==> config.mk <==
export PLATFORM = sky130hd
export DESIGN_NAME = conv_accum_top
export DESIGN_NICKNAME = d
export VERILOG_FILES = /design/src/design/conv_accum_pkg.sv /design/src/design/accum.sv /design/src/design/conv_accum_top.sv /design/src/design/fsum.sv /design/src/design/psum_fifo.sv
export VERILOG_INCLUDE_DIRS = /design/src /design/src/design
export SDC_FILE = /design/constraint.sdc
export NUM_CORES = 2
export LEC_CHECK = 0
export BUFFER_PORTS_ARGS = -buffer_cell sky130_fd_sc_hd__buf_2
export CAP_MARGIN = 25
export CORE_UTILIZATION = 45
export CTS_CLUSTER_DIAMETER = 40
export DETAILED_ROUTE_END_ITERATION = 16
export GPL_TIMING_DRIVEN = 0
export PLACE_DENSITY_LB_ADDON = 0.25
export SLEW_MARGIN = 15
export SYNTH_ARGS = -nofsm -noshare
export SYNTH_HDL_FRONTEND = slang
export SYNTH_SLANG_ARGS = --single-unit
==> constraint.sdc <==
create_clock -name clk -period 10.95 [get_ports clk]
set_input_delay 2.19 -clock clk [delete_from_list [all_inputs] [get_ports clk]]
set_output_delay 2.19 -clock clk [all_outputs]
set_load 0.01 [all_outputs]
==> src/design/conv_accum_cfg.svh <==
`ifndef CONV_ACCUM_CFG_SVH
`define CONV_ACCUM_CFG_SVH

// Lanes carried by one burst from the convolution engine.
`define BURST_LEN 8

// Width of one signed lane, of the bias and of every sum.
`define LANE_W 16

// Entries in the per-index sum memory. This is the largest output side supported.
`define MAX_O_SIDE 128

// Bursts the input FIFO can hold.
`define FIFO_DEPTH 4

// Cycles from operation_nd to rdy in the saturating adder.
`define ACC_LAT 2

`endif

==> src/design/conv_accum_pkg.sv <==
`default_nettype none

`include "conv_accum_cfg.svh"

package conv_accum_pkg;

    // One signed lane. The bias, the running sum and the result use it too.
    typedef logic signed [`LANE_W-1:0] lane_t;

    // All lanes of a burst, lane 0 in the low bits.
    typedef logic [`BURST_LEN*`LANE_W-1:0] burst_data_t;

    // Output position that selects a sum memory entry.
    typedef logic [$clog2(`MAX_O_SIDE)-1:0] o_index_t;

    // Input-channel counter. Zero marks the first channel of an output.
    typedef logic [15:0] ch_count_t;

    typedef struct packed {
        burst_data_t data;
        o_index_t    index;
        ch_count_t   ch_count;
        lane_t       bias;
    } psum_burst_t;

    typedef enum logic {
        fsum_idle,
        fsum_busy
    } fsum_state_t;

endpackage

`default_nettype wire

==> src/design/accum.sv <==
`timescale 1ns/1ps
`default_nettype none

`include "conv_accum_cfg.svh"

module accum (
    input  logic                  clk,
    input  logic                  rst,
    input  conv_accum_pkg::lane_t a,
    input  conv_accum_pkg::lane_t b,
    input  logic                  operation_nd,
    output conv_accum_pkg::lane_t result,
    output logic                  rdy
);
    import conv_accum_pkg::*;

    localparam lane_t lane_max = {1'b0, {(`LANE_W-1){1'b1}}};
    localparam lane_t lane_min = {1'b1, {(`LANE_W-1){1'b0}}};

    logic signed [`LANE_W:0] sum_q;     // One guard bit catches the overflow.
    logic                    sum_vld;

    always_ff @(posedge clk or posedge rst) begin
        if (rst) begin
            sum_vld <= 1'b0;
            rdy     <= 1'b0;
        end else begin
            sum_vld <= operation_nd;
            rdy     <= sum_vld;
        end
    end

    always_ff @(posedge clk) begin
        if (operation_nd) begin
            sum_q <= {a[`LANE_W-1], a} + {b[`LANE_W-1], b};
        end
        if (sum_vld) begin
            // Guard and sign bits differ only when the sum left the lane range.
            if (sum_q[`LANE_W] != sum_q[`LANE_W-1]) begin
                result <= sum_q[`LANE_W] ? lane_min : lane_max;
            end else begin
                result <= sum_q[`LANE_W-1:0];
            end
        end
    end

endmodule

`default_nettype wire

==> src/design/conv_accum_top.sv <==
`timescale 1ns/1ps
`default_nettype none

module conv_accum_top (
    input  logic                        clk,
    input  logic                        rst,
    input  logic                        push,
    input  conv_accum_pkg::psum_burst_t wr_burst,
    output logic                        full,
    output conv_accum_pkg::lane_t       result,
    output logic                        result_valid
);
    import conv_accum_pkg::*;

    logic        fifo_empty;
    logic        fifo_reads_en;
    psum_burst_t fifo_burst;
    logic        fifo_valid;

    // Bursts wait here until the accumulator is idle.
    psum_fifo psum_fifo_inst (
        .clk      (clk),
        .rst      (rst),
        .push     (push),
        .wr_burst (wr_burst),
        .full     (full),
        .empty    (fifo_empty),
        .reads_en (fifo_reads_en),
        .rd_burst (fifo_burst),
        .valid    (fifo_valid)
    );

    fsum fsum_inst (
        .clk          (clk),
        .rst          (rst),
        .empty        (fifo_empty),
        .reads_en     (fifo_reads_en),
        .burst        (fifo_burst),
        .valid        (fifo_valid),
        .result       (result),
        .result_valid (result_valid)
    );

endmodule

`default_nettype wire

==> src/design/fsum.sv <==
`timescale 1ns/1ps
`default_nettype none

`include "conv_accum_cfg.svh"

module fsum (
    input  logic                        clk,
    input  logic                        rst,
    input  logic                        empty,
    output logic                        reads_en,
    input  conv_accum_pkg::psum_burst_t burst,
    input  logic                        valid,
    output conv_accum_pkg::lane_t       result,
    output logic                        result_valid
);
    import conv_accum_pkg::*;

    localparam int idx_w = $clog2(`BURST_LEN);
    localparam int cnt_w = idx_w + 1;
    localparam logic [cnt_w-1:0] last_cnt = cnt_w'(`BURST_LEN);

    fsum_state_t      state;
    lane_t            sum_mem [`MAX_O_SIDE];
    burst_data_t      data_q;
    o_index_t         index_q;
    logic [cnt_w-1:0] lane_cnt;     // Next lane to send to the adder.
    lane_t            acc_a;
    lane_t            acc_b;
    lane_t            acc_result;
    logic             acc_nd;
    logic             acc_rdy;
    logic             start_add;
    logic             next_add;
    logic             finish;

    function automatic lane_t lane_of(burst_data_t d, logic [idx_w-1:0] i);
        return d[i*`LANE_W +: `LANE_W];
    endfunction

    accum accum_inst (
        .clk          (clk),
        .rst          (rst),
        .a            (acc_a),
        .b            (acc_b),
        .operation_nd (acc_nd),
        .result       (acc_result),
        .rdy          (acc_rdy)
    );

    assign start_add = (state == fsum_busy) && valid;
    assign next_add  = acc_rdy && (lane_cnt != last_cnt);
    assign finish    = acc_rdy && (lane_cnt == last_cnt);

    always_ff @(posedge clk or posedge rst) begin
        if (rst) begin
            state        <= fsum_idle;
            reads_en     <= 1'b0;
            acc_nd       <= 1'b0;
            lane_cnt     <= '0;
            result_valid <= 1'b0;
        end else begin
            reads_en     <= 1'b0;
            acc_nd       <= start_add || next_add;
            result_valid <= finish;
            case (state)
                fsum_idle: begin
                    if (!empty) begin
                        reads_en <= 1'b1;   // A single pop per burst.
                        state    <= fsum_busy;
                    end
                end
                fsum_busy: begin
                    if (finish) begin
                        state <= fsum_idle;
                    end
                end
                default: state <= fsum_idle;
            endcase
            if (start_add) begin
                lane_cnt <= cnt_w'(1);
            end else if (next_add) begin
                lane_cnt <= lane_cnt + 1'b1;
            end
        end
    end

    always_ff @(posedge clk) begin
        if (start_add) begin
            data_q  <= burst.data;
            index_q <= burst.index;
            // The first channel starts from the bias, later ones from the stored sum.
            if (burst.ch_count == '0) begin
                acc_a <= burst.bias;
            end else begin
                acc_a <= sum_mem[burst.index];
            end
            acc_b <= lane_of(burst.data, '0);
        end else if (next_add) begin
            acc_a <= acc_result;
            acc_b <= lane_of(data_q, lane_cnt[idx_w-1:0]);
        end
        if (finish) begin
            sum_mem[index_q] <= acc_result;
            result           <= acc_result;
        end
    end

    rdy_only_when_busy: assert property (
        @(posedge clk) disable iff (rst) acc_rdy |-> (state == fsum_busy)
    ) else $error("fsum: adder result arrived while idle");

    pop_returns_burst: assert property (
        @(posedge clk) disable iff (rst) reads_en |=> valid
    ) else $error("fsum: no burst came back one cycle after the FIFO read");

endmodule

`default_nettype wire

==> src/design/psum_fifo.sv <==
`timescale 1ns/1ps
`default_nettype none

`include "conv_accum_cfg.svh"

module psum_fifo (
    input  logic                        clk,
    input  logic                        rst,
    input  logic                        push,
    input  conv_accum_pkg::psum_burst_t wr_burst,
    output logic                        full,
    output logic                        empty,
    input  logic                        reads_en,
    output conv_accum_pkg::psum_burst_t rd_burst,
    output logic                        valid
);
    import conv_accum_pkg::*;

    localparam int ptr_w = $clog2(`FIFO_DEPTH);
    localparam int cnt_w = $clog2(`FIFO_DEPTH + 1);
    localparam logic [ptr_w-1:0] last_ptr = ptr_w'(`FIFO_DEPTH - 1);
    localparam logic [cnt_w-1:0] depth_cnt = cnt_w'(`FIFO_DEPTH);

    psum_burst_t      mem [`FIFO_DEPTH];
    logic [ptr_w-1:0] wr_ptr;
    logic [ptr_w-1:0] rd_ptr;
    logic [cnt_w-1:0] count;
    logic             do_push;
    logic             do_pop;

    assign full    = (count == depth_cnt);
    assign empty   = (count == '0);
    assign do_push = push && !full;     // A push into a full FIFO is dropped.
    assign do_pop  = reads_en && !empty;

    always_ff @(posedge clk or posedge rst) begin
        if (rst) begin
            wr_ptr <= '0;
            rd_ptr <= '0;
            count  <= '0;
            valid  <= 1'b0;
        end else begin
            valid <= do_pop;
            if (do_push) begin
                wr_ptr <= (wr_ptr == last_ptr) ? '0 : wr_ptr + 1'b1;
            end
            if (do_pop) begin
                rd_ptr <= (rd_ptr == last_ptr) ? '0 : rd_ptr + 1'b1;
            end
            case ({do_push, do_pop})
                2'b10:   count <= count + 1'b1;
                2'b01:   count <= count - 1'b1;
                default: count <= count;        // Push and pop together keep the level.
            endcase
        end
    end

    always_ff @(posedge clk) begin
        if (do_push) begin
            mem[wr_ptr] <= wr_burst;
        end
        if (do_pop) begin
            rd_burst <= mem[rd_ptr];    // Held until the next pop.
        end
    end

    no_push_when_full: assert property (
        @(posedge clk) disable iff (rst) push |-> !full
    ) else $error("psum_fifo: producer pushed while the FIFO was full");

    no_read_when_empty: assert property (
        @(posedge clk) disable iff (rst) reads_en |-> !empty
    ) else $error("psum_fifo: read requested while the FIFO was empty");

endmodule

`default_nettype wire

; ---- Word level (Yosys, flattened, before mapping)
; Memory sizes are Yosys's and may differ from the RTL's. A register that Yosys moved wholly into a read port is not among the register bits.
; Cells that the tools add are included.
; Widths: inputs -> output; s select.
[word_totals]
reg_bits = 234
mem_bits_rw = 2716
inputBits = 170
out_inout_bits = 18
elab_cells = 68
n_memories = 2
[classes]
addsub = 6
eq_ne = 8
shifts = 1
mux = 20
bitwise = 1
n_reduce_logical = 12
[memory_table]
columns = memory, words, width, rd, rd_ports_with_merged_regs, write_ports, line_no
row1 = fsum_inst.sum_mem, 128, 16, 1, 0, 1, fsum.sv:23  ; lane_t sum_mem [`MAX_O_SIDE];
row2 = psum_fifo_inst.mem, 4, 167, 1, 1, 1, psum_fifo.sv:24  ; psum_burst_t mem [`FIFO_DEPTH];
[op_table]
columns = op, n
row1 = $shiftx 128x8->16, 1
row2 = $mux 16, 7
row3 = $add 16x16->17, 1
row4 = $logic_not 16->1, 1
row5 = $mux 4, 2
row6 = $mux 1, 7
row7 = $eq 2x2->1 const B, 3
row8 = $pmux 3 s2, 1
row9 = $logic_and 1x1->1, 5
row10 = $add 2x1->2 const B, 2
row11 = $add 4x1->4 const B, 1
row12 = $eq 4x4->1 const B, 1
row13 = $mux 2, 2
row14 = $ne 4x4->1 const B, 1
row15 = $reduce_bool 2->1, 2
row16 = $add 3x1->3 const B, 1
row17 = $eq 3x3->1 const B, 1
row18 = $logic_not 3->1, 1
row19 = $sub 3x1->3 const B, 1
row20 = $eq 2x1->1 const B, 1
row21 = $logic_not 1->1, 2
row22 = $pmux 1 s2, 1
row23 = $logic_or 1x1->1, 1
row24 = $ne 1x1->1, 1
row25 = $not 1->1, 1

; ---- Logic depth before layout (Yosys ltp)
[depth]
depth_word = 5
depth_mapped = 13
depth_no_buf = 10

; ---- Cells and area by module
; Synthesis repeated with hierarchy kept, for this count alone.
[unflattened]
hier_cells = 5168
hier_area_um2 = 118264.7
[modules_own_cells]
columns = mod, instances, cells_each, area_per_inst_um2, seq_area_each_um2
row1 = fsum, 1, 3932, 86715.7, 67194.4
row2 = psum_fifo, 1, 1082, 29574.6, 25274.2
row3 = accum, 1, 154, 1974.4, 1041.0

; ---- Worst setup path after synthesis
; OpenSTA, ideal clock, no wires.
[synth_path]
path_kind = input port to flip-flop
from = in push
to = mem psum_fifo_inst.mem[3][0] (netlist bit) (enable)
setup_time_ns = 0.547
t_arrival_ns = 6.345
slack_ns = 4.057
cell_stages = 2
path_cell_list = nor2b_1 > and2_1
[synth_between]
elab_chain_len = 3
[synth_rtl]
columns = item, line_no
row1 = start: declaration, conv_accum_top.sv:7  ; input logic push,
row2 = $logic_and 1x1->1, psum_fifo.sv:33  ; assign do_push = push && !full;
row3 = $mux 1, psum_fifo.sv:59  ; if (do_push) begin
row4 = $mux 1 (not written as such), psum_fifo.sv:60  ; mem[wr_ptr] <= wr_burst;
row5 = end: declaration, psum_fifo.sv:24
; No other way between the ends.

; ---- Worst setup path after layout
[layout_path]
from = reg psum_fifo_inst.rd_burst[34] (netlist name)
to = reg fsum_inst.acc_a[11] (data pin)
[layout_between]
elab_chain_len = 3
[layout_rtl]
columns = item, line_no
row1 = $mem_v2 128x16, -
row2 = $mux 16, fsum.sv:92  ; if (burst.ch_count == '0) begin
row3 = $mux 16, fsum.sv:88  ; if (start_add) begin
row4 = end signal: assignment, fsum.sv:93  ; acc_a <= burst.bias;
row5 = end signal: assignment, fsum.sv:95  ; acc_a <= sum_mem[burst.index];
row6 = end signal: assignment, fsum.sv:99  ; acc_a <= acc_result;
row7 = end: declaration, fsum.sv:27  ; lane_t acc_a;
; No other way between the ends.
; A chain may end at the register's enable or synchronous reset.

==> flow_metrics.tcl <==
set metrics [dict create \
    outcome "completed" \
    power_switching_uw 7270 \
    hold_ws_ns 0.402 \
    cts_setup_buffers 0 \
    grt_pass1_wl_um 519000 \
    synth_top_area_cell "edfxtp_1" \
    drc 0 \
    numCtsBuffers 416 \
    pin_count 188 \
    cts_tree "done" \
    grt_pass1_vias 60800 \
    grt_max_degree 92 \
    fin_crit_ns 6.27 \
    max_freq_mhz 159 \
    synth.top_cells.by_area "edfxtp_1, mux4_2, mux2i_1, nor2_1, nand2_1" \
    ctsResizeCount 0 \
    pwr-share-comb_pct 9.6 \
    synth_nets 5317 \
    cp-start-kind "flip-flop" \
    fin_skew_ns 0.0986 \
    portBuffers 187 \
    via_per_inst 6.42 \
    synth-main-ff-cell "edfxtp_1" \
    grt_usage_pct 29.5 \
    p_leak_uw 0.0456 \
    cp-startpoint "psum_fifo_inst.rd_burst[34]$_DFFE_PP_" \
    clock_latency_ns 0.94 \
    initial_core_util_pct 45.2 \
    critPathRequiredTime_ns 11.50 \
    ff2ff_setup_slack_ns 4.68 \
    die_y_um 512 \
    antenna_found_initial 74 \
    cts_max_level 5 \
    clockBufferDepth 4 \
    netlist_area_um2 117000 \
    crit_fanout 10 \
    clock_power_share_pct 45.1 \
    max_slew_margin_pct 15.4 \
    ys_seq_area_share_pct 79.7 \
    hold_depth 0 \
    synthArstFlopShare_pct 0.577 \
    cts_hold_buf 0 \
    core_area_um2 259000 \
    p_int_uw 24100 \
    finalHoldViolCount 0 \
    min_to "fsum_inst.data_q[38]$_DFFE_PP_" \
    vias 62400 \
    syn_avg_cell_area_um2 22.9 \
    drtIter0Drc 10500 \
    critPathArrivalTime_ns 6.82 \
    synth_top_area_share_pct 79.4 \
    crit_path_end_kind "flip-flop" \
    reg2reg_depth 8 \
    tritoncts_num_sinks 3117 \
    routed_wl_um 390000 \
    timing.final.crit_share_pct 57.3 \
    routedWlPerCell_um 40.1 \
    final_cell_mix "edfxtp_1, mux4_2, clkbuf_16" \
    clk_pin_slew_ns 0.06 \
    first_pass_iters 9 \
    slew_viol_final 0 \
    ys_seq_elements 3117 \
    ys_warn_count 0 \
    drt.antenna.violating_nets 0 \
    p_per_area_nw_per_um2 221 \
    finalSetupViolations 0 \
    swShare_pct 23.2 \
    row_count 187 \
    synth_edf_count 3099 \
    hold_start "psum_fifo_inst.rd_burst[77]$_DFFE_PP_" \
    tightest_slew_ns 1.27 \
    r2r-start "psum_fifo_inst.rd_burst[34]$_DFFE_PP_" \
    yosysUniqueCellTypes 69 \
    ir_worst_vdd_mv 0.176 \
    cts-root-buf "clkbuf_16" \
    hpwl_um 258000 \
    die_w_um 512 \
    layout-drive-gt1-share_pct 33.8 \
    final_common_cell "edfxtp_1" \
    hp-class "reg2reg" \
    pwr-share-seq_pct 45.3 \
    drv_cap 0 \
    critical_path_class "reg2reg" \
    tns_ns 0 \
    r2r-end "fsum_inst.acc_a[11]$_DFFE_PP_" \
    finalNetCount 6142 \
    dieArea_um2 263000 \
    synthToLayoutAreaGrowth_pct 21.0 \
    syn_inst 5119 \
    grt.overflow.total 0 \
    place.gp.congestion 0.990 \
    rsz0062_at_grt "false" \
]
==> final cells by class <==
cell class | count | area, um2
fill | 19200 | 117000
tap | 3402 | 4260
clock inverter | 303 | 3910
buffer | 243 | 1450
clock buffer | 462 | 10600
sequential | 3117 | 93500
antenna | 19 | 47.5
multi-input combinational | 1728 | 23100
inverter | 31 | 124
timing repair buffer | 407 | 4860
==> power groups by stage <==
stage / Clock (uW) / Sequential, uW / Combinational (uW)
2_1_floorplan: 0 / 14600 / 1730
3_5_place_dp: 0 / 14400 / 3050
4_1_cts: 14200 / 14200 / 3050
5_1_grt: 14600 / 14200 / 3220
6_report: 14100 / 14200 / 3020
3_3_place_gp: 0 / 14800 / 2590
==> cell usage after synthesis (3+ instances only) <==
library cell and instances:
nand2b_1 9, a22o_1 11, o21ai_0 48, mux2_1 4, mux2i_1 101, o21a_1 3
nand4_1 13, xnor2_1 12, nand3_1 43, a221oi_1 20, o22ai_1 58, ha_1 26
nor3_1 18, o211ai_1 9, buf_1 37, buf_2 55, nor2b_1 15, xor2_1 7
or3_1 3, a221o_1 3, nand3b_1 3, a31oi_1 20, nand2_1 154, or2_2 5
a211oi_1 19, inv_1 28, mux2_2 14, nor2_1 188, nor4_1 11, buf_6 28
and2_1 18, a2111oi_0 6, a21oi_1 46, a21o_1 20, mux4_2 705, buf_8 5
o21ai_1 13, clkbuf_1 86, dfrtp_1 18, and3_1 10, a22oi_1 50, a32oi_1 4
edfxtp_1 3099, buf_4 31, a311oi_1 9
==> worst max-delay path, stage by stage, from the launching register on <==
cell	delay, ns
edfxtp_1	0.77
buf_2	0.38
buf_2	0.63
buf_2	0.71
clkbuf_2	0.79
clkbuf_2	0.73
a21oi_1	0.43
nor4_2	1.05
o21ai_1	0.30
==> flip-flops by register name, indices dropped and copies added (netlist names), 17 cells and up <==
| name | count |
|---|---|
| fsum_inst.data_q | 128 |
| fsum_inst.accum_inst.sum_q | 17 |
| psum_fifo_inst.rd_burst | 167 |
| fsum_inst.sum_mem | 2048 |
| psum_fifo_inst.mem | 668 |
==> per-stage QoR <==
stage | cells | cell area (um2) | total power (uW) | worst slack, ns | utilization [%]
3_5_place_dp | 8920 | 127000 | 17500 | 5.22 | 49.1
4_1_cts | 9685 | 142000 | 31400 | 5.17 | 54.7
6_report | 9712 | 142000 | 31400 | 4.68 | 54.7
5_1_grt | 9696 | 142000 | 32100 | 5.02 | 54.7
2_1_floorplan | 5119 | 117000 | 16300 | 4.06 | -
3_3_place_gp | 8708 | 122000 | 17400 | 0.342 | 47.2
==> worst max path at each step <==
stage	endpoint	slack (ns)
floorplan	psum_fifo_inst.mem[3][0]$_DFFE_PP_	4.06
global placement	psum_fifo_inst.mem[1][30]$_DFFE_PP_	0.34
detailed placement	fsum_inst.acc_a[13]$_DFFE_PP_	5.22
CTS	fsum_inst.acc_a[12]$_DFFE_PP_	5.17
global route	fsum_inst.acc_a[14]$_DFFE_PP_	5.02
finish	fsum_inst.acc_a[11]$_DFFE_PP_	4.68
==> routing by layer <==
layer / GRT usage, % / wire length [um] / vias up
li1: - / - / 23500
met1: 36.7 / 134000 / 32600
met2: 43.6 / 172000 / 4886
met3: 12.4 / 56900 / 1272
met4: 16.8 / 26900 / 98
met5: 0 / 598 / -
==> cells by family after synthesis <==
| logic type | count (synthesis) | share of synthesized area [%] |
|---|---|---|
| buf+inv | 274 | 1.28 |
| flops | 3117 | 79.7 |
| compound gates | 362 | 2.09 |
| mux | 825 | 14.6 |
| simple gates | 494 | 1.85 |
| xor+xnor | 19 | 0.142 |
| fa+ha+maj | 28 | 0.312 |
Power figures use the tool's default switching activity.
